<file path="src/fabric_pkg.sv">
`default_nettype none

package fabric_pkg;

  // ----------------------------------------------------------
  // widths and address map
  // ----------------------------------------------------------
  localparam int ADDR_W      = 32;
  localparam int DATA_W      = 64;
  localparam int LANE_W      = 32;
  localparam int STRB_W      = 8;
  localparam int LANE_STRB_W = 4;
  localparam int LANE_BIT    = 2;
  localparam int REG_ADDR_W  = 8;

  // register target lives where addr[31:28] == 1
  localparam int             REGION_W   = 4;
  localparam logic [REGION_W-1:0] REG_REGION = 4'h1;

  // outstanding transaction tracking
  localparam int MAX_OUTSTANDING = 4;
  localparam int TAG_PTR_W       = $clog2(MAX_OUTSTANDING);
  localparam int TAG_CNT_W       = $clog2(MAX_OUTSTANDING + 1);

  // ----------------------------------------------------------
  // payload types
  // ----------------------------------------------------------
  typedef union packed {
    logic [DATA_W-1:0]      word;
    logic [1:0][LANE_W-1:0] lane;
  } bus_data_u;

  typedef struct packed {
    logic [ADDR_W-1:0] addr;
    logic              write;
    bus_data_u         wdata;
    logic [STRB_W-1:0] wstrb;
  } fab_req_t;

  typedef struct packed {
    bus_data_u rdata;
    logic      err;
  } fab_rsp_t;

  // dma side, 32-bit data with full address
  typedef struct packed {
    logic [ADDR_W-1:0]      addr;
    logic                   write;
    logic [LANE_W-1:0]      wdata;
    logic [LANE_STRB_W-1:0] wstrb;
  } narrow_req_t;

  // register port, address cut down
  typedef struct packed {
    logic [REG_ADDR_W-1:0]  addr;
    logic                   write;
    logic [LANE_W-1:0]      wdata;
    logic [LANE_STRB_W-1:0] wstrb;
  } reg_req_t;

  typedef struct packed {
    logic [LANE_W-1:0] rdata;
    logic              err;
  } narrow_rsp_t;

endpackage

`default_nettype wire

</file>
<file path="src/dma_upsizer.sv">
`default_nettype none

module dma_upsizer (
  input  logic                     cpu_clk_i,
  input  logic                     rst_i,
  input  logic                     dma_req_valid_i,
  input  fabric_pkg::narrow_req_t  dma_req_i,
  output logic                     dma_req_ready_o,
  output logic                     dma_rsp_valid_o,
  output fabric_pkg::narrow_rsp_t  dma_rsp_o,
  input  logic                     dma_rsp_ready_i,
  output logic                     up_req_valid_o,
  output fabric_pkg::fab_req_t     up_req_o,
  input  logic                     up_req_ready_i,
  input  logic                     up_rsp_valid_i,
  input  fabric_pkg::fab_rsp_t     up_rsp_i,
  output logic                     up_rsp_ready_o
);
  import fabric_pkg::*;

  logic lane_sel;
  logic head_lane;
  logic tag_empty;
  logic tag_full;

  assign lane_sel = dma_req_i.addr[LANE_BIT];

  // ----------------------------------------------------------
  // request path
  // ----------------------------------------------------------
  assign up_req_valid_o  = dma_req_valid_i && !tag_full;
  assign dma_req_ready_o = up_req_ready_i && !tag_full;

  // data goes to both lanes, strobes pick the real one
  always_comb begin
    up_req_o.addr          = dma_req_i.addr;
    up_req_o.write         = dma_req_i.write;
    up_req_o.wdata.lane[0] = dma_req_i.wdata;
    up_req_o.wdata.lane[1] = dma_req_i.wdata;
    if (lane_sel) begin
      up_req_o.wstrb = {dma_req_i.wstrb, {LANE_STRB_W{1'b0}}};
    end else begin
      up_req_o.wstrb = {{LANE_STRB_W{1'b0}}, dma_req_i.wstrb};
    end
  end

  // ----------------------------------------------------------
  // response path
  // ----------------------------------------------------------
  assign dma_rsp_valid_o = up_rsp_valid_i && !tag_empty;
  assign up_rsp_ready_o  = dma_rsp_ready_i && !tag_empty;
  assign dma_rsp_o.rdata = up_rsp_i.rdata.lane[head_lane];
  assign dma_rsp_o.err   = up_rsp_i.err;

  // lane of each outstanding access
  tag_fifo lane_fifo_i (
    .cpu_clk_i  (cpu_clk_i),
    .rst_i      (rst_i),
    .push_i     (up_req_valid_o && up_req_ready_i),
    .push_tag_i (lane_sel),
    .pop_i      (dma_rsp_valid_o && dma_rsp_ready_i),
    .head_tag_o (head_lane),
    .empty_o    (tag_empty),
    .full_o     (tag_full)
  );

endmodule

`default_nettype wire

</file>
<file path="src/master_arbiter.sv">
`default_nettype none

module master_arbiter (
  input  logic                  cpu_clk_i,
  input  logic                  rst_i,
  input  logic                  m0_req_valid_i,
  input  fabric_pkg::fab_req_t  m0_req_i,
  output logic                  m0_req_ready_o,
  output logic                  m0_rsp_valid_o,
  output fabric_pkg::fab_rsp_t  m0_rsp_o,
  input  logic                  m0_rsp_ready_i,
  input  logic                  m1_req_valid_i,
  input  fabric_pkg::fab_req_t  m1_req_i,
  output logic                  m1_req_ready_o,
  output logic                  m1_rsp_valid_o,
  output fabric_pkg::fab_rsp_t  m1_rsp_o,
  input  logic                  m1_rsp_ready_i,
  output logic                  dn_req_valid_o,
  output fabric_pkg::fab_req_t  dn_req_o,
  input  logic                  dn_req_ready_i,
  input  logic                  dn_rsp_valid_i,
  input  fabric_pkg::fab_rsp_t  dn_rsp_i,
  output logic                  dn_rsp_ready_o
);

  logic sel;
  logic locked_q;
  logic grant_q;
  logic last_q;
  logic dn_xfer;
  logic owner;
  logic tag_empty;
  logic tag_full;

  // ----------------------------------------------------------
  // grant selection
  // ----------------------------------------------------------
  // a stalled grant is held, a tie goes to the other master
  always_comb begin
    if (locked_q) begin
      sel = grant_q;
    end else if (m0_req_valid_i && m1_req_valid_i) begin
      sel = ~last_q;
    end else begin
      sel = m1_req_valid_i;
    end
  end

  assign dn_req_valid_o = !tag_full && (sel ? m1_req_valid_i : m0_req_valid_i);
  assign dn_req_o       = sel ? m1_req_i : m0_req_i;
  assign m0_req_ready_o = !tag_full && dn_req_ready_i && !sel;
  assign m1_req_ready_o = !tag_full && dn_req_ready_i && sel;
  assign dn_xfer        = dn_req_valid_o && dn_req_ready_i;

  always_ff @(posedge cpu_clk_i) begin
    if (rst_i) begin
      locked_q <= 1'b0;
      grant_q  <= 1'b0;
      last_q   <= 1'b1;
    end else begin
      locked_q <= dn_req_valid_o && !dn_req_ready_i;
      grant_q  <= sel;
      if (dn_xfer) begin
        last_q <= sel;
      end
    end
  end

  // ----------------------------------------------------------
  // response return to owner at queue head
  // ----------------------------------------------------------
  assign m0_rsp_o       = dn_rsp_i;
  assign m1_rsp_o       = dn_rsp_i;
  assign m0_rsp_valid_o = dn_rsp_valid_i && !tag_empty && !owner;
  assign m1_rsp_valid_o = dn_rsp_valid_i && !tag_empty && owner;
  assign dn_rsp_ready_o = !tag_empty && (owner ? m1_rsp_ready_i : m0_rsp_ready_i);

  tag_fifo owner_fifo_i (
    .cpu_clk_i  (cpu_clk_i),
    .rst_i      (rst_i),
    .push_i     (dn_xfer),
    .push_tag_i (sel),
    .pop_i      (dn_rsp_valid_i && dn_rsp_ready_o),
    .head_tag_o (owner),
    .empty_o    (tag_empty),
    .full_o     (tag_full)
  );

endmodule

`default_nettype wire

</file>
<file path="src/reg_downsizer.sv">
`default_nettype none

module reg_downsizer (
  input  logic                     cpu_clk_i,
  input  logic                     rst_i,
  input  logic                     up_req_valid_i,
  input  fabric_pkg::fab_req_t     up_req_i,
  output logic                     up_req_ready_o,
  output logic                     up_rsp_valid_o,
  output fabric_pkg::fab_rsp_t     up_rsp_o,
  input  logic                     up_rsp_ready_i,
  output logic                     reg_req_valid_o,
  output fabric_pkg::reg_req_t     reg_req_o,
  input  logic                     reg_req_ready_i,
  input  logic                     reg_rsp_valid_i,
  input  fabric_pkg::narrow_rsp_t  reg_rsp_i,
  output logic                     reg_rsp_ready_o
);
  import fabric_pkg::*;

  logic lane_sel;
  logic head_lane;
  logic tag_empty;
  logic tag_full;

  assign lane_sel = up_req_i.addr[LANE_BIT];

  // ----------------------------------------------------------
  // request: pick lane, trim address
  // ----------------------------------------------------------
  assign reg_req_valid_o = up_req_valid_i && !tag_full;
  assign up_req_ready_o  = reg_req_ready_i && !tag_full;

  always_comb begin
    reg_req_o.addr  = up_req_i.addr[REG_ADDR_W-1:0];
    reg_req_o.write = up_req_i.write;
    reg_req_o.wdata = up_req_i.wdata.lane[lane_sel];
    if (lane_sel) begin
      reg_req_o.wstrb = up_req_i.wstrb[STRB_W-1 -: LANE_STRB_W];
    end else begin
      reg_req_o.wstrb = up_req_i.wstrb[LANE_STRB_W-1:0];
    end
  end

  // ----------------------------------------------------------
  // response: back into the recorded lane
  // ----------------------------------------------------------
  assign up_rsp_valid_o  = reg_rsp_valid_i && !tag_empty;
  assign reg_rsp_ready_o = up_rsp_ready_i && !tag_empty;

  always_comb begin
    up_rsp_o.rdata.word            = '0;
    up_rsp_o.rdata.lane[head_lane] = reg_rsp_i.rdata;
    up_rsp_o.err                   = reg_rsp_i.err;
  end

  tag_fifo lane_fifo_i (
    .cpu_clk_i  (cpu_clk_i),
    .rst_i      (rst_i),
    .push_i     (reg_req_valid_o && reg_req_ready_i),
    .push_tag_i (lane_sel),
    .pop_i      (up_rsp_valid_o && up_rsp_ready_i),
    .head_tag_o (head_lane),
    .empty_o    (tag_empty),
    .full_o     (tag_full)
  );

endmodule

`default_nettype wire

</file>
<file path="src/soc_fabric_top.sv">
`default_nettype none

module soc_fabric_top (
  input  logic                     cpu_clk_i,
  input  logic                     rst_i,
  input  logic                     cpu_req_valid_i,
  input  fabric_pkg::fab_req_t     cpu_req_i,
  output logic                     cpu_req_ready_o,
  output logic                     cpu_rsp_valid_o,
  output fabric_pkg::fab_rsp_t     cpu_rsp_o,
  input  logic                     cpu_rsp_ready_i,
  input  logic                     dma_req_valid_i,
  input  fabric_pkg::narrow_req_t  dma_req_i,
  output logic                     dma_req_ready_o,
  output logic                     dma_rsp_valid_o,
  output fabric_pkg::narrow_rsp_t  dma_rsp_o,
  input  logic                     dma_rsp_ready_i,
  output logic                     mem_req_valid_o,
  output fabric_pkg::fab_req_t     mem_req_o,
  input  logic                     mem_req_ready_i,
  input  logic                     mem_rsp_valid_i,
  input  fabric_pkg::fab_rsp_t     mem_rsp_i,
  output logic                     mem_rsp_ready_o,
  output logic                     reg_req_valid_o,
  output fabric_pkg::reg_req_t     reg_req_o,
  input  logic                     reg_req_ready_i,
  input  logic                     reg_rsp_valid_i,
  input  fabric_pkg::narrow_rsp_t  reg_rsp_i,
  output logic                     reg_rsp_ready_o
);
  import fabric_pkg::*;

  // upsizer to arbiter port 1
  logic     dma_fab_req_valid;
  fab_req_t dma_fab_req;
  logic     dma_fab_req_ready;
  logic     dma_fab_rsp_valid;
  fab_rsp_t dma_fab_rsp;
  logic     dma_fab_rsp_ready;

  // arbiter to router
  logic     arb_req_valid;
  fab_req_t arb_req;
  logic     arb_req_ready;
  logic     arb_rsp_valid;
  fab_rsp_t arb_rsp;
  logic     arb_rsp_ready;

  // router to downsizer
  logic     rfab_req_valid;
  fab_req_t rfab_req;
  logic     rfab_req_ready;
  logic     rfab_rsp_valid;
  fab_rsp_t rfab_rsp;
  logic     rfab_rsp_ready;

  dma_upsizer upsizer_i (
    .cpu_clk_i, .rst_i,
    .dma_req_valid_i, .dma_req_i, .dma_req_ready_o,
    .dma_rsp_valid_o, .dma_rsp_o, .dma_rsp_ready_i,
    .up_req_valid_o (dma_fab_req_valid),
    .up_req_o       (dma_fab_req),
    .up_req_ready_i (dma_fab_req_ready),
    .up_rsp_valid_i (dma_fab_rsp_valid),
    .up_rsp_i       (dma_fab_rsp),
    .up_rsp_ready_o (dma_fab_rsp_ready)
  );

  // cpu on port 0, dma on port 1
  master_arbiter arbiter_i (
    .cpu_clk_i, .rst_i,
    .m0_req_valid_i (cpu_req_valid_i),
    .m0_req_i       (cpu_req_i),
    .m0_req_ready_o (cpu_req_ready_o),
    .m0_rsp_valid_o (cpu_rsp_valid_o),
    .m0_rsp_o       (cpu_rsp_o),
    .m0_rsp_ready_i (cpu_rsp_ready_i),
    .m1_req_valid_i (dma_fab_req_valid),
    .m1_req_i       (dma_fab_req),
    .m1_req_ready_o (dma_fab_req_ready),
    .m1_rsp_valid_o (dma_fab_rsp_valid),
    .m1_rsp_o       (dma_fab_rsp),
    .m1_rsp_ready_i (dma_fab_rsp_ready),
    .dn_req_valid_o (arb_req_valid),
    .dn_req_o       (arb_req),
    .dn_req_ready_i (arb_req_ready),
    .dn_rsp_valid_i (arb_rsp_valid),
    .dn_rsp_i       (arb_rsp),
    .dn_rsp_ready_o (arb_rsp_ready)
  );

  target_router router_i (
    .cpu_clk_i, .rst_i,
    .up_req_valid_i  (arb_req_valid),
    .up_req_i        (arb_req),
    .up_req_ready_o  (arb_req_ready),
    .up_rsp_valid_o  (arb_rsp_valid),
    .up_rsp_o        (arb_rsp),
    .up_rsp_ready_i  (arb_rsp_ready),
    .mem_req_valid_o, .mem_req_o, .mem_req_ready_i,
    .mem_rsp_valid_i, .mem_rsp_i, .mem_rsp_ready_o,
    .reg_req_valid_o (rfab_req_valid),
    .reg_req_o       (rfab_req),
    .reg_req_ready_i (rfab_req_ready),
    .reg_rsp_valid_i (rfab_rsp_valid),
    .reg_rsp_i       (rfab_rsp),
    .reg_rsp_ready_o (rfab_rsp_ready)
  );

  reg_downsizer downsizer_i (
    .cpu_clk_i, .rst_i,
    .up_req_valid_i (rfab_req_valid),
    .up_req_i       (rfab_req),
    .up_req_ready_o (rfab_req_ready),
    .up_rsp_valid_o (rfab_rsp_valid),
    .up_rsp_o       (rfab_rsp),
    .up_rsp_ready_i (rfab_rsp_ready),
    .reg_req_valid_o, .reg_req_o, .reg_req_ready_i,
    .reg_rsp_valid_i, .reg_rsp_i, .reg_rsp_ready_o
  );

endmodule

`default_nettype wire

</file>
<file path="src/tag_fifo.sv">
`default_nettype none

module tag_fifo (
  input  logic cpu_clk_i,
  input  logic rst_i,
  input  logic push_i,
  input  logic push_tag_i,
  input  logic pop_i,
  output logic head_tag_o,
  output logic empty_o,
  output logic full_o
);
  import fabric_pkg::*;

  logic                 tags [MAX_OUTSTANDING];
  logic [TAG_PTR_W-1:0] rd_ptr;
  logic [TAG_PTR_W-1:0] wr_ptr;
  logic [TAG_CNT_W-1:0] count;

  assign head_tag_o = tags[rd_ptr];
  assign empty_o    = (count == '0);
  assign full_o     = (count == TAG_CNT_W'(MAX_OUTSTANDING));

  // tag storage
  always_ff @(posedge cpu_clk_i) begin
    if (push_i) begin
      tags[wr_ptr] <= push_tag_i;
    end
  end

  // pointers and occupancy
  always_ff @(posedge cpu_clk_i) begin
    if (rst_i) begin
      rd_ptr <= '0;
      wr_ptr <= '0;
      count  <= '0;
    end else begin
      if (push_i) begin
        wr_ptr <= (wr_ptr == TAG_PTR_W'(MAX_OUTSTANDING - 1)) ? '0 : wr_ptr + 1'b1;
      end
      if (pop_i) begin
        rd_ptr <= (rd_ptr == TAG_PTR_W'(MAX_OUTSTANDING - 1)) ? '0 : rd_ptr + 1'b1;
      end
      case ({push_i, pop_i})
        2'b10:   count <= count + 1'b1;
        2'b01:   count <= count - 1'b1;
        default: count <= count;
      endcase
    end
  end

endmodule

`default_nettype wire

</file>
<file path="src/target_router.sv">
`default_nettype none

module target_router (
  input  logic                  cpu_clk_i,
  input  logic                  rst_i,
  input  logic                  up_req_valid_i,
  input  fabric_pkg::fab_req_t  up_req_i,
  output logic                  up_req_ready_o,
  output logic                  up_rsp_valid_o,
  output fabric_pkg::fab_rsp_t  up_rsp_o,
  input  logic                  up_rsp_ready_i,
  output logic                  mem_req_valid_o,
  output fabric_pkg::fab_req_t  mem_req_o,
  input  logic                  mem_req_ready_i,
  input  logic                  mem_rsp_valid_i,
  input  fabric_pkg::fab_rsp_t  mem_rsp_i,
  output logic                  mem_rsp_ready_o,
  output logic                  reg_req_valid_o,
  output fabric_pkg::fab_req_t  reg_req_o,
  input  logic                  reg_req_ready_i,
  input  logic                  reg_rsp_valid_i,
  input  fabric_pkg::fab_rsp_t  reg_rsp_i,
  output logic                  reg_rsp_ready_o
);
  import fabric_pkg::*;

  logic is_reg;
  logic head_tgt;
  logic tag_empty;
  logic tag_full;

  // address decode
  assign is_reg = (up_req_i.addr[ADDR_W-1 -: REGION_W] == REG_REGION);

  // request steering, payload goes to both
  assign mem_req_o       = up_req_i;
  assign reg_req_o       = up_req_i;
  assign mem_req_valid_o = up_req_valid_i && !tag_full && !is_reg;
  assign reg_req_valid_o = up_req_valid_i && !tag_full && is_reg;
  assign up_req_ready_o  = !tag_full && (is_reg ? reg_req_ready_i : mem_req_ready_i);

  // only the target at the queue head may answer
  assign up_rsp_valid_o  = !tag_empty && (head_tgt ? reg_rsp_valid_i : mem_rsp_valid_i);
  assign up_rsp_o        = head_tgt ? reg_rsp_i : mem_rsp_i;
  assign mem_rsp_ready_o = !tag_empty && !head_tgt && up_rsp_ready_i;
  assign reg_rsp_ready_o = !tag_empty && head_tgt && up_rsp_ready_i;

  tag_fifo target_fifo_i (
    .cpu_clk_i  (cpu_clk_i),
    .rst_i      (rst_i),
    .push_i     (up_req_valid_i && up_req_ready_o),
    .push_tag_i (is_reg),
    .pop_i      (up_rsp_valid_o && up_rsp_ready_i),
    .head_tag_o (head_tgt),
    .empty_o    (tag_empty),
    .full_o     (tag_full)
  );

endmodule

`default_nettype wire
</file>
<file path="config.mk">
export PLATFORM = sky130hd
export DESIGN_NAME = soc_fabric_top
export DESIGN_NICKNAME = d
export VERILOG_FILES = /design/src/fabric_pkg.sv /design/src/dma_upsizer.sv /design/src/master_arbiter.sv /design/src/reg_downsizer.sv /design/src/soc_fabric_top.sv /design/src/tag_fifo.sv /design/src/target_router.sv
export SDC_FILE = /design/constraint.sdc
export NUM_CORES = 1
export LEC_CHECK = 0
export CAP_MARGIN = 20
export CORE_AREA = 8 8 203 205
export CTS_CLUSTER_DIAMETER = 30
export DETAILED_ROUTE_END_ITERATION = 10
export DIE_AREA = 0 0 211 213
export DONT_BUFFER_PORTS = 1
export PLACE_DENSITY = 0.3
export RECOVER_POWER = 25
export REMOVE_ABC_BUFFERS = 1
export SLEW_MARGIN = 25
export SYNTH_ARGS = -nofsm -noshare
export SYNTH_HDL_FRONTEND = slang
export SYNTH_SLANG_ARGS = --single-unit
</file>
<file path="constraint.sdc">
create_clock -name cpu_clk_i -period 4.3 [get_ports cpu_clk_i]
set_input_delay 0.86 -clock cpu_clk_i [delete_from_list [all_inputs] [get_ports cpu_clk_i]]
set_output_delay 0.86 -clock cpu_clk_i [all_outputs]
set_load 0.05 [all_outputs]
</file>
# ---- Word level (Yosys, flattened, before mapping)
# Memory sizes are Yosys's and may differ from the RTL's. A register that Yosys moved wholly into a read port is not among the register bits.
# Cells that the tools add are included.
dict set report word_totals {
  ff_bits 31
  out_inout_bits 256
  mem_count 4
  elab_cells 156
  mem_bits_rw 16
}
dict set report op_classes {
  mux 42
  n_reduce_logical 54
  bitwise_logic 2
  eq_ne 19
  order_cmp 4
  n_addsub 16
}
# memory depth word_bits rd rd_ports_with_merged_regs write_ports line_no
set mem_list {}
lappend mem_list {arbiter_i.owner_fifo_i.tags 4 1 1 1 1 tag_fifo.sv:15} ;# logic tags [MAX_OUTSTANDING];
lappend mem_list {downsizer_i.lane_fifo_i.tags 4 1 1 1 1 tag_fifo.sv:15}
lappend mem_list {router_i.target_fifo_i.tags 4 1 1 1 1 tag_fifo.sv:15}
lappend mem_list {upsizer_i.lane_fifo_i.tags 4 1 1 1 1 tag_fifo.sv:15}
# cell count
set ops {}
lappend ops {{32-bit two-way mux} 5}
lappend ops {{105-bit two-way mux} 1}
lappend ops {{65-bit two-way mux} 1}
lappend ops {{64-bit AND} 1}
lappend ops {{1-bit logical AND} 34}
lappend ops {{32-bit demux with 1-bit select} 1}
lappend ops {{2-bit two-way mux} 16}
lappend ops {{3-bit one-hot mux with 2 select lines} 4}
lappend ops {{2-bit == test, second input constant} 11}
lappend ops {{2-bit by 1-bit adder with 2-bit output, second input constant} 8}
lappend ops {{1-bit zero test} 13}
lappend ops {{3-bit by 1-bit adder with 3-bit output, second input constant} 4}
lappend ops {{3-bit == test, second input constant} 4}
lappend ops {{3-bit zero test} 4}
lappend ops {{1-bit two-way mux} 12}
lappend ops {{3-bit by 1-bit subtractor with 3-bit output, second input constant} 4}
lappend ops {{8-bit two-way mux} 1}
lappend ops {{2-bit by 1-bit == test with 1-bit output, second input constant} 3}
lappend ops {{1-bit by 2-bit less-than comparator with 1-bit output, second input constant} 3}
lappend ops {{2-bit nonzero test} 3}
lappend ops {{4-bit by 1-bit == test with 1-bit output, second input constant} 1}
lappend ops {{4-bit two-way mux} 1}
lappend ops {{1-bit >= comparator, second input constant} 1}
lappend ops {{1-bit inverter} 1}

# ---- Depth between registers and ports, before layout
# Gate-level depths: netlist (run 1).
dict set report depth {
  ltp_word 15
  ltp_mapped 12
  mapped_depth_nobuf 11
}

# ---- Cells and area by module
# Synthesis (run 1) repeated with hierarchy kept, for this count alone.
dict set report hier_totals {
  hier_cells 1057
  hier_area_um2 9887.0
}
# module seq_area_each_um2 n_inst cells_each area_each_um2
set by_module_without_submodules {}
lappend by_module_without_submodules {target_router 0.0 1 297 2566.2}
lappend by_module_without_submodules {master_arbiter 60.1 1 273 2443.6}
lappend by_module_without_submodules {tag_fifo 300.3 4 53 590.6}
lappend by_module_without_submodules {dma_upsizer 0.0 1 148 1372.6}
lappend by_module_without_submodules {reg_downsizer 0.0 1 127 1142.3}

# ---- Worst setup path after synthesis (run 1)
# Ideal clock, no wire load.
dict set report synth_timing {
  path_type {input -> output}
  start {input port dma_req_valid_i}
  end {output port dma_req_ready_o}
  cell_stages 6
  n_path_buf 0
  t_arrival_ns 3.236
  path_slack_ns 0.204
  required_ns 3.440
  cell_sequence {nor2b_1 > a32oi_4 > mux2i_2 > inv_2 > mux2_2 > nor3_1}
}
dict set report synth_between {
  elab_chain_cells 11
}
# item line_no
set synth_rtl {}
lappend synth_rtl {{start: declaration} soc_fabric_top.sv:12} ;# input logic dma_req_valid_i,
lappend synth_rtl {{1-bit logical AND *} dma_upsizer.sv:31} ;# assign up_req_valid_o = dma_req_valid_i && !tag_full;
lappend synth_rtl {{1-bit logical AND} master_arbiter.sv:42} ;# end else if (m0_req_valid_i && m1_req_valid_i) begin
lappend synth_rtl {{1-bit two-way mux *} master_arbiter.sv:42}
lappend synth_rtl {{1-bit two-way mux *} master_arbiter.sv:40} ;# if (locked_q) begin
lappend synth_rtl {{105-bit two-way mux *} master_arbiter.sv:50} ;# assign dn_req_o = sel ? m1_req_i : m0_req_i;
lappend synth_rtl {{4-bit by 1-bit == test with 1-bit output *} target_router.sv:33} ;# assign is_reg = (up_req_i.addr[ADDR_W-1 -: REGION_W] == REG_REGION);
lappend synth_rtl {{via router_i.is_reg} target_router.sv:27} ;# logic is_reg;
lappend synth_rtl {{1-bit two-way mux *} target_router.sv:40} ;# assign up_req_ready_o = !tag_full && (is_reg ? reg_req_ready_i : mem_req_ready_i);
lappend synth_rtl {{1-bit logical AND *} target_router.sv:40}
lappend synth_rtl {{1-bit logical AND * (2 in series)} master_arbiter.sv:52} ;# assign m1_req_ready_o = !tag_full && dn_req_ready_i && sel;
lappend synth_rtl {{1-bit logical AND *} dma_upsizer.sv:32} ;# assign dma_req_ready_o = up_req_ready_i && !tag_full;
lappend synth_rtl {{end: declaration} soc_fabric_top.sv:14} ;# output logic dma_req_ready_o,
# The timed path passes the listed nets; every way through them passes the cells marked *.

==> metrics.csv, run 1 <==
stage,metric,value,unit
sta,min Tclk post-route,3.919,ns
synthesis,Synth area leaders,"nand2_1 18%, dfxtp_1 13%, a22o_1 9.6%, edfxtp_1 8.2%, mux2_2 7.9%",
synthesis,most common cell in the netlist,nand2_1,
placement,pre-CTS setup slack,0.5575,ns
die,starting density of the core,15.40,%
cts,CTS tree,yes,
sta,Fin. Hold Viols,0,
setup_path,WS Path Type,flip-flop to output port,
setup_path,crit end category,output port,
cts,clock slew at reported path FFs,0.07,ns
sta,count of pins over their slew limit,0,
synthesis,Mapped Area,5868,µm²
synthesis,synthesized netlist cell count,812,
cts,CTS Hold Bufs,0,
sta,PnR worst setup slack,0.3813,ns
setup_path,worst r2r src,upsizer_i.lane_fifo_i.count[2]$_SDFFE_PP0P_,
synthesis,top cell type's share of synthesized area,17.53,%
synthesis,"FF+latch count, synth",55,
min_path,Min-Delay Path Depth,2,
detailed_routing,routed via count,6100,
min_path,origin of the worst min-delay path,router_i.target_fifo_i.count[2]$_SDFFE_PP0P_,
die,Die ar.,44940,µm²
global_routing,initial antenna violation count,5,
die,die width,211,µm
die,die height,213,µm
cts,CTS Root Cell,clkbuf_16,
cts,Post-CTS Setup Inserts,0,
cells_and_area,"Area growth, synth to finish",24.41,%
detailed_routing,drt total wl,32550,µm
power,Pwr Density,396.9,nW/µm²
cells_and_area,nets,1180,
sta,Slew @ Worst Pin,0.9809,ns
setup_path,worst-path maximum fanout,32,
synthesis,Synth cell types,47,
status,outcome,"complete, no violations",
sta,Slew HR,34.79,%
global_routing,GRT overflow,0,
synthesis,list of most frequent post-synthesis cells,"274 x nand2_1, 64 x a22o_1, 41 x mux2_2, 40 x clkbuf_1, 39 x dfxtp_1",
setup_path,Max stage delay on crit path,0.58,ns
setup_path,"Critical Path, Cell by Cell",mux4_2 > and2_0 > clkbuf_2 > a22o_1 > clkbuf_1 > mux2_2,
power,Leak Pwr,3.121,nW
cts,Clock Sink Count,55,
synthesis,largest area contributor in the netlist,nand2_1,
synthesis,"EDFF count, synth",16,
sta,Max Freq,0.2552,GHz
placement,Post-DP HPWL,28230,µm
power,worst vdd ir,0.0001634,V
synthesis,"FFs w/ async S/R, synth",0,%
die,core area,38110,µm²
placement,RD Place Congestion,1.012,
sta,RSZ-0062 raised after global routing,false,
cts,"Gates resized, CTS repair",0,
cts,Clock Path Buffers,2,
global_routing,largest net degree at the start of global routing,107,
min_path,Hold EP,router_i.target_fifo_i.count[2]$_SDFFE_PP0P_,
sta,setup violators final,0,
setup_path,required time of the critical path,3.44,ns
global_routing,GRT Util Overall,12.98,%
setup_path,Worst path slowest cell,mux4_2,
cts,number of buffers created by CTS,5,
detailed_routing,DR DRC count,0,
detailed_routing,Vias/cell,4.373,
die,Cell Rows,72,
detailed_routing,ANT nets after route,0,
setup_path,Worst setup SP type,flip-flop,
global_routing,number of global-route vias before repair,6283,
setup_path,internal reg-to-reg setup slack,0.53,ns
synthesis,mean post-synth cell area,7.227,µm²
cts,worst skew pair latency,0.30,ns
global_routing,first-pass GRT wire length,43900,µm
synthesis,sequential area share after synthesis,21.49,%
cts,H-tree lvl count,2,
placement,Buffers on Ports,0,
detailed_routing,1st-pass router iterations,4,
setup_path,reg-to-reg endpoint,router_i.target_fifo_i.count[2]$_SDFFE_PP0P_,
sta,Tcrit/Tclk final,91.13,%
power,Total Power,2.898,mW
job,Max Cap Viol,0,
detailed_routing,1st-iter DRT viols,255,
synthesis,"Top FF cell, synth",dfxtp_1,
synthesis,Syn. warnings,0,
cells_and_area,fraction of layout instances using a drive strength above 1,19.95,%
die,Top Ports,538,
setup_path,Worst Path Arrival,3.06,ns
sta,Fin Clk Skew,0.005066,ns
detailed_routing,WL/cell,23.33,µm
min_path,worst min path class,flip-flop to flip-flop,
setup_path,reg2reg path depth,11,
==> how the worst max path moves through the flow <==
stage	from	end	slack, ns	cells past startpoint
floorplan	cpu_req_valid_i	mem_req_o[75]	-3.91	4
global placement	dma_req_valid_i	arbiter_i.owner_fifo_i.count[2]$_SDFFE_PP0P_	0.60	11
detailed placement	cpu_req_i[104]	router_i.target_fifo_i.count[2]$_SDFFE_PP0P_	0.56	11
CTS	upsizer_i.lane_fifo_i.count[2]$_SDFFE_PP0P_	reg_req_o[21]	0.56	8
global route	router_i.target_fifo_i.tags[0]$_DFFE_PP_	dma_rsp_o[28]	0.21	6
finish	router_i.target_fifo_i.tags[3]$_DFFE_PP_	dma_rsp_o[28]	0.38	6
==> critical path, delay by kind of cell, from the launching register on <==
kind / cells / cell delay [ns]
muxes: 2 / 1.10
and+or+nand+nor: 1 / 0.17
DFF: 1 / 0.40
buffers and inverters: 2 / 0.75
AOI/OAI and AO/OA: 1 / 0.32
==> cells in the final DEF, fill, tap and decap left out, types with 8 or more instances in the layout <==
| cell | Yosys | layout |
|---|---|---|
| nor2b_1 | 33 | 33 |
| ha_1 | 23 | 23 |
| and2_0 | 0 | 13 |
| inv_1 | 25 | 24 |
| a21oi_1 | 10 | 10 |
| xor2_1 | 8 | 8 |
| nand2b_1 | 12 | 12 |
| o21ai_1 | 0 | 8 |
| a22o_1 | 64 | 64 |
| nor3_1 | 11 | 11 |
| dfxtp_1 | 39 | 39 |
| a31oi_1 | 33 | 31 |
| nor3b_1 | 34 | 33 |
| nor2_1 | 34 | 34 |
| buf_4 | 11 | 106 |
| edfxtp_1 | 16 | 16 |
| mux2_2 | 41 | 39 |
| nand2_1 | 274 | 274 |
| mux2i_1 | 15 | 14 |
==> cells by family after synthesis <==
| group | synth area share [%] |
|---|---|
| AO/OA/AOI/OAI | 17.02 |
| buffers and inverters | 6.908 |
| XOR/XNOR | 1.194 |
| adder cells (fa/ha/maj) | 6.269 |
| flip-flops | 21.49 |
| multiplexers | 12.96 |
| AND/OR/NAND/NOR | 34.16 |
==> layout make-up <==
cell class,instances,area (µm²)
Inverter,26,97.59
Sequential cell,55,1261
Clock buffer,6,128.9
Clock inverter,2,37.54
Timing Repair Buffer,118,923.4
Multi-Input combinational cell,665,4192
Antenna cell,5,12.51
Fill cell,4326,30810
Tap cell,518,648.1
==> power by group <==
group	switching, mW	internal, mW
logic	1.47	0.393
clock network	0.192	0.276
registers	0.0161	0.553
total	1.68	1.22
==> layer usage <==
metal  vias up  global-route usage (%)  share of wire [%]
li1       2901                       -                  -
met1      2796                   12.52                 34
met2       367                   25.35                 54
met3        34                   4.271                9.1
met4         2                   4.633                2.5
met5         -                       0              0.049
==> metrics by stage <==
step / hold slack, ns / TNS (ns) / cells / utilization, % / cell area [µm²]
after floorplan: 0.4353 / -368.41 / 746 / - / 5560
after global placement: 0.4922 / 0 / 1382 / 18.87 / 7189
after detailed placement: 0.4962 / 0 / 1382 / 18.87 / 7189
after CTS: 0.5086 / 0 / 1390 / 19.30 / 7356
after global routing: 0.5373 / 0 / 1395 / 19.16 / 7301
final: 0.5051 / 0 / 1395 / 19.16 / 7301
No activity file was read; power rests on OpenSTA's default activity.
==> run 2: changes to the inputs <==
PLACE_DENSITY = default   (was 0.3)
PLACE_DENSITY_LB_ADDON = 0.15   (was default)
==> metrics.csv, run 2 (synthesis gave the netlist of run 1 again) <==
stage,metric,value,unit,change
status,outcome,"complete, no violations",,
setup_path,most frequent CP cell,buf_12,,
sta,Max Freq,0.2580,GHz,+1.1%
placement,Post-DP HPWL,29090,µm,+3.0%
job,Max Cap Viol,0,,unchanged
setup_path,"Critical Path, Cell by Cell",or3b_1 > a32oi_1 > buf_12 > mux2i_4 > buf_12 > nor3b_1 > a31oi_2 > buf_12,,
global_routing,first-pass GRT wire length,44720,µm,+1.9%
min_path,worst min path class,flip-flop to flip-flop,,
sta,Slew HR,38.75,%,+4.0 points
global_routing,number of global-route vias before repair,6302,,+0.30%
detailed_routing,ANT nets after route,0,,unchanged
detailed_routing,1st-iter DRT viols,331,,+30%
global_routing,GRT overflow,0,,unchanged
cells_and_area,Fillers,4362,,+0.83%
detailed_routing,drt total wl,33240,µm,+2.1%
setup_path,reg2reg path depth,13,,+2
die,Cell Rows,72,,unchanged
setup_path,Worst setup SP type,flip-flop,,
sta,RSZ-0062 raised after global routing,false,,
detailed_routing,1st-pass router iterations,4,,unchanged
cells_and_area,nets,1178,,-0.17%
cts,CTS Hold Bufs,0,,unchanged
sta,min Tclk post-route,3.875,ns,-0.04326 ns
setup_path,Max stage delay on crit path,0.51,ns,-0.07 ns
setup_path,required time of the critical path,3.44,ns,about the same
detailed_routing,WL/cell,23.86,µm,+2.3%
cts,Clock Path Buffers,2,,unchanged
power,worst vdd ir,0.0001392,V,-15%
placement,"Cell Area, Placed",7204,µm²,+0.21%
cts,Clock Sink Count,55,,unchanged
cts,CTS Root Cell,clkbuf_16,,
placement,Buffers on Ports,0,,unchanged
sta,Fin. Hold Viols,0,,unchanged
detailed_routing,Vias/cell,4.453,,+1.8%
placement,RD Place Congestion,0.9727,,-3.9%
placement,Cells after DPL,1380,,-0.14%
cells_and_area,Finished Layout Cells,1393,,-0.14%
detailed_routing,routed via count,6203,,+1.7%
cts,Post-CTS Setup Inserts,0,,unchanged
sta,Hold Slack,0.5002,ns,-0.004897 ns
power,Pwr Density,392.6,nW/µm²,-1.1%
cts,clock slew at reported path FFs,0.08,ns,about the same
min_path,Hold EP,router_i.target_fifo_i.count[2]$_SDFFE_PP0P_,,
die,Die ar.,44940,µm²,unchanged
sta,count of pins over their slew limit,0,,unchanged
setup_path,worst-path maximum fanout,22,,-31%
cells_and_area,most frequent cells in the layout,"274 x nand2_1, 90 x buf_4, 64 x a22o_1",,
cells_and_area,"Area growth, synth to finish",23.60,%,
setup_path,Worst path slowest cell,mux2i_4,,
sta,Slew @ Worst Pin,0.9214,ns,-0.05950 ns
die,die height,213,µm,unchanged
sta,Tcrit/Tclk final,90.13,%,-1.0 points
power,Total Power,2.848,mW,-1.7%
sta,setup violators final,0,,unchanged
cells_and_area,Final Cell Area,7253,µm²,-0.65%
min_path,Min-Delay Path Depth,2,,unchanged
die,core area,38110,µm²,unchanged
power,Leak Pwr,3.070,nW,-1.6%
min_path,origin of the worst min-delay path,router_i.target_fifo_i.count[2]$_SDFFE_PP0P_,,
cells_and_area,"most common cell after layout, fill and taps aside",nand2_1,,
cts,"Gates resized, CTS repair",0,,unchanged
setup_path,crit end category,output port,,
global_routing,initial antenna violation count,3,,-2
sta,Fin Clk Skew,0.01005,ns,+0.004981 ns
die,starting density of the core,15.40,%,unchanged
cts,worst skew pair latency,0.30,ns,about the same
setup_path,reg-to-reg endpoint,upsizer_i.lane_fifo_i.count[2]$_SDFFE_PP0P_,,
die,Top Ports,538,,unchanged
setup_path,internal reg-to-reg setup slack,0.59,ns,+0.06 ns
detailed_routing,DR DRC count,0,,unchanged
setup_path,worst r2r src,upsizer_i.lane_fifo_i.count[2]$_SDFFE_PP0P_,,
die,die width,211,µm,unchanged
setup_path,Worst Path Arrival,3.02,ns,-0.04 ns
cells_and_area,final core area utilization,19.03,%,-0.12 points
cts,CTS tree,yes,,
cts,H-tree lvl count,2,,unchanged
cts,number of buffers created by CTS,5,,unchanged
cells_and_area,fraction of layout instances using a drive strength above 1,18.51,%,-1.4 points
global_routing,largest net degree at the start of global routing,84,,-21%
setup_path,WS Path Type,flip-flop to output port,,
global_routing,GRT Util Overall,13.28,%,+0.29 points
[run 2: cell types whose count changed in the layout (fill, tap and decap cells not counted), moves of 2 or more]
cell	delta
buf_12	+2
clkinv_4	+2
clkbuf_1	+11
buf_4	-16
[run 2: final cells by class]
class	instances	area (µm²)	share of cell area (%)
Antenna cell	5	12.51	0.1725
Multi-Input combinational cell	665	4197	57.86
Tap cell	518	648.1	8.936
Timing Repair Buffer	116	888.4	12.25
Sequential cell	55	1261	17.39
Clock inverter	3	23.77	0.3278
Inverter	26	97.59	1.346
Clock buffer	5	125.1	1.725
[run 2: how the worst max path moves through the flow]
stage | startpoint | end | slack (ns) | depth (start not counted)
floorplan | cpu_req_valid_i | mem_req_o[75] | -3.91 | 4
global placement | dma_req_valid_i | reg_req_o[19] | 0.58 | 8
detailed placement | dma_req_valid_i | reg_req_o[19] | 0.52 | 8
CTS | upsizer_i.lane_fifo_i.count[2]$_SDFFE_PP0P_ | reg_req_o[19] | 0.44 | 8
global route | upsizer_i.lane_fifo_i.count[2]$_SDFFE_PP0P_ | reg_req_o[19] | 0.21 | 8
finish | upsizer_i.lane_fifo_i.count[2]$_SDFFE_PP0P_ | reg_req_o[19] | 0.42 | 8
[run 2: layer usage]
layer,vias to the layer above,GRT usage (%),part of all wire (%)
met2,399,27.13,56
li1,2901,-,-
met3,32,3.713,8.7
met5,-,0,0
met1,2871,12.77,34
met4,0,3.306,2.0
[run 2: through the flow]
| step | setup WS, ns | TNS, ns |
|---|---|---|
| 2_1_floorplan | -3.906 | -368.41 |
| 3_3_place_gp | 0.5758 | 0 |
| 3_5_place_dp | 0.5221 | 0 |
| 4_1_cts | 0.4381 | 0 |
| 5_1_grt | 0.2066 | 0 |
| 6_report | 0.4246 | 0 |
[run 2: power breakdown]
group | total [mW] | internal [mW] | switching, mW
Combinational | 1.87 | 0.386 | 1.48
Sequential | 0.570 | 0.553 | 0.0168
Clock | 0.410 | 0.219 | 0.191
[run 2: worst max-delay path, delay by kind of cell, from the launching register on]
family | cells | cell delay (ns)
AND/OR/NAND/NOR | 2 | 0.53
flip-flops | 1 | 0.38
buffers and inverters | 3 | 0.61
AO/OA/AOI/OAI | 2 | 0.66
multiplexers | 1 | 0.51
==> run 3: changes to the inputs <==
ABC_AREA = 1   (was default)
CORE_AREA = 8 8 204 206   (was 8 8 203 205)
DIE_AREA = 0 0 212 214   (was 0 0 211 213)
==> metrics.csv, run 3 <==
stage,metric,value,unit,change
cts,H-tree lvl count,2,,unchanged
cells_and_area,ANT cells,0,,-5
power,Seq pwr share,16.1,%,-3.9 points
synthesis,mean post-synth cell area,5.971,µm²,-17%
status,outcome,"complete, no violations",,
detailed_routing,WL/cell,19.66,µm,-18%
setup_path,Worst setup SP type,flip-flop,,
cts,number of buffers created by CTS,5,,unchanged
synthesis,"EDFF count, synth",16,,unchanged
cells_and_area,"Area growth, synth to finish",49.94,%,
synthesis,Synth area leaders,"nand2_1 27%, dfxtp_1 14%, edfxtp_1 8.6%, o21ai_0 8.3%, mux2_2 6.4%",,
setup_path,Max stage delay on crit path,0.35,ns,-0.16 ns
detailed_routing,1st-pass router iterations,4,,unchanged
die,Cell Rows,72,,unchanged
cells_and_area,Register Area,1261,µm²,unchanged
synthesis,synthesized netlist cell count,936,,+15%
power,Pwr Density,422.5,nW/µm²,+7.6%
detailed_routing,ANT nets after route,0,,unchanged
cells_and_area,Final Cell Area,8381,µm²,+16%
power,Net Sw Frac,58.63,%,-0.71 points
sta,Fin Clk Skew,0.006214,ns,-0.003834 ns
setup_path,crit end category,output port,,
setup_path,worst-path maximum fanout,39,,+77%
die,starting density of the core,14.60,%,-0.80 points
sta,RSZ-0062 raised after global routing,false,,
synthesis,largest area contributor in the netlist,nand2_1,,
global_routing,number of global-route vias before repair,6989,,+11%
cts,worst skew pair latency,0.30,ns,about the same
placement,RD Place Congestion,0.8821,,-9.3%
cells_and_area,fraction of layout instances using a drive strength above 1,25.09,%,+6.6 points
cts,Post-CTS Setup Inserts,0,,unchanged
die,Top Ports,538,,unchanged
setup_path,Worst path slowest cell,buf_4,,
cells_and_area,area of the multi-input gates,3766,µm²,-10%
synthesis,Syn. warnings,0,,unchanged
cells_and_area,"most common cell after layout, fill and taps aside",nand2_1,,
min_path,worst min path class,flip-flop to flip-flop,,
cts,clock slew at reported path FFs,0.07,ns,about the same
job,Max Cap Viol,0,,unchanged
detailed_routing,Vias/cell,4.147,,-6.9%
sta,PnR worst setup slack,0.5177,ns,+0.09310 ns
die,die height,214,µm,+0.47%
synthesis,Mapped Area,5589,µm²,-4.8%
synthesis,Synth cell types,35,,-26%
setup_path,required time of the critical path,3.44,ns,about the same
synthesis,"Top FF cell, synth",dfxtp_1,,
global_routing,GRT Util Overall,13.06,%,-0.21 points
power,combinational share of power,72.2,%,+6.6 points
cells_and_area,nets,1424,,+21%
sta,Slew HR,37.85,%,-0.90 points
synthesis,"FFs w/ async S/R, synth",0,%,unchanged
synthesis,"FF+latch count, synth",55,,unchanged
synthesis,sequential area share after synthesis,22.57,%,+1.1 points
detailed_routing,drt total wl,32130,µm,-3.3%
die,die width,212,µm,+0.47%
cells_and_area,most frequent cells in the layout,"404 x nand2_1, 169 x buf_4, 78 x nor2_1",,
global_routing,GRT overflow,0,,unchanged
detailed_routing,1st-iter DRT viols,249,,-25%
die,Die ar.,45370,µm²,+0.95%
detailed_routing,routed via count,6777,,+9.3%
power,Pint,1.465,mW,+27%
placement,"Cell Area, Placed",8339,µm²,+16%
cts,CTS tree,yes,,
sta,min Tclk post-route,3.782,ns,-0.09310 ns
global_routing,first-pass GRT wire length,45550,µm,+1.9%
detailed_routing,DR DRC count,0,,unchanged
synthesis,list of most frequent post-synthesis cells,"402 x nand2_1, 93 x o21ai_0, 75 x nor2_1, 69 x inv_1, 39 x dfxtp_1",,
sta,Fin. Hold Viols,0,,unchanged
placement,Post-DP HPWL,28050,µm,-3.6%
setup_path,cell family with most CP delay,buffers and inverters,,
global_routing,largest net degree at the start of global routing,68,,-19%
placement,pre-CTS setup slack,0.6929,ns,+0.1708 ns
setup_path,internal reg-to-reg setup slack,0.79,ns,+0.20 ns
power,worst vdd ir,0.0001675,V,+20%
setup_path,Worst Path Arrival,2.92,ns,-0.10 ns
global_routing,initial antenna violation count,1,,-2
power,net switching power figure,2.076,mW,+23%
sta,Slew @ Worst Pin,0.9300,ns,+0.008592 ns
sta,Tcrit/Tclk final,87.96,%,-2.2 points
sta,Hold Slack,0.4920,ns,-0.008194 ns
cts,Clock Sink Count,55,,unchanged
setup_path,buffers and inverters on the worst path,4,,+1
power,Clock power frac,11.7,%,-2.7 points
sta,Max Freq,0.2644,GHz,+2.5%
cts,CTS Hold Bufs,0,,unchanged
synthesis,top cell type's share of synthesized area,27.00,%,+9.5 points
cts,CTS Root Cell,clkbuf_16,,
power,Leak Pwr,4.025,nW,+31%
die,core area,38290,µm²,+0.47%
setup_path,"Critical Path, Cell by Cell",nor2_1 > nand2_2 > nand3_1 > nand2_1 > buf_12 > inv_2 > buf_4 > nand2_1 > a31oi_2 > buf_12,,
setup_path,WS Path Type,flip-flop to output port,,
cts,"Gates resized, CTS repair",0,,unchanged
power,Total Power,3.541,mW,+24%
sta,Fin Setup TNS,0,ns,unchanged
cells_and_area,Fillers,4367,,+0.11%
placement,Buffers on Ports,0,,unchanged
synthesis,most common cell in the netlist,nand2_1,,
sta,setup violators final,0,,unchanged
sta,count of pins over their slew limit,0,,unchanged
cts,Clock Path Buffers,2,,unchanged
==> run 3: changes by cell type after synthesis, sizes merged, moves of 16 or more <==
| cell | delta |
|---|---|
| nand2 | +137 |
| nor2b | -33 |
| o21ai | +82 |
| a21oi | +18 |
| mux2i | -16 |
| a22o | -64 |
| clkbuf | -16 |
| nor3b | -33 |
| nor2 | +46 |
| inv | +47 |
==> run 3: path summary, 6_finish.rpt <==
path                                               startpoint                                          end  cells after the start
setup reg to reg  upsizer_i.lane_fifo_i.count[1]$_SDFFE_PP0P_  upsizer_i.lane_fifo_i.count[2]$_SDFFE_PP0P_                     19
setup / recovery  upsizer_i.lane_fifo_i.count[1]$_SDFFE_PP0P_                                reg_req_o[22]                     10
hold / removal                  arbiter_i.last_q$_SDFFE_PP1P_                arbiter_i.last_q$_SDFFE_PP1P_                      2
hold reg to reg                 arbiter_i.last_q$_SDFFE_PP1P_                arbiter_i.last_q$_SDFFE_PP1P_                      2
==> run 3: layer usage <==
layer	up-vias	GRT usage (%)	routed length, µm
li1	3373	-	-
met1	3044	13.29	11610
met2	345	26.32	17510
met3	15	3.508	2710
met4	0	1.761	297
met5	-	0	0
==> run 3: worst min-delay path, delay by kind of cell, from the launching register on <==
kind	cells	cell delay, ns
flops	1	0.34
simple gates	2	0.12
==> run 3: cell families (layout without fill, tap and decap cells) <==
group	count (synthesis)	in the layout	synth area share (%)
simple gates	524	524	37.77
compound gates	165	165	16.25
buf+inv	133	313	10.39
flops	55	55	22.57
mux	32	32	6.447
fa+ha+maj	27	27	6.582
==> run 3: power by group through the flow <==
stage | combinational, mW | clock (mW) | sequential, mW
after global placement | 2.62 | 0 | 0.584
after floorplan | 1.70 | 0 | 0.580
after detailed placement | 2.62 | 0 | 0.584
final | 2.56 | 0.413 | 0.571
after CTS | 2.62 | 0.431 | 0.572
after global routing | 2.69 | 0.449 | 0.574
==> run 3: final cells by class <==
class | instances | share of cell area [%]
sequential | 55 | 15.05
tap | 518 | 7.734
clock buffer | 5 | 1.493
clock inverter | 3 | 0.2389
inverter | 73 | 3.270
multi-input combinational | 748 | 44.94
timing repair buffer | 232 | 27.28
==> run 3: through the flow <==
stage               utilization [%]  std cells
floorplan                         -        876
CTS                           22.16       1634
finish                        21.89       1634
detailed placement            21.78       1626
global placement              21.78       1626
global route                  21.89       1634
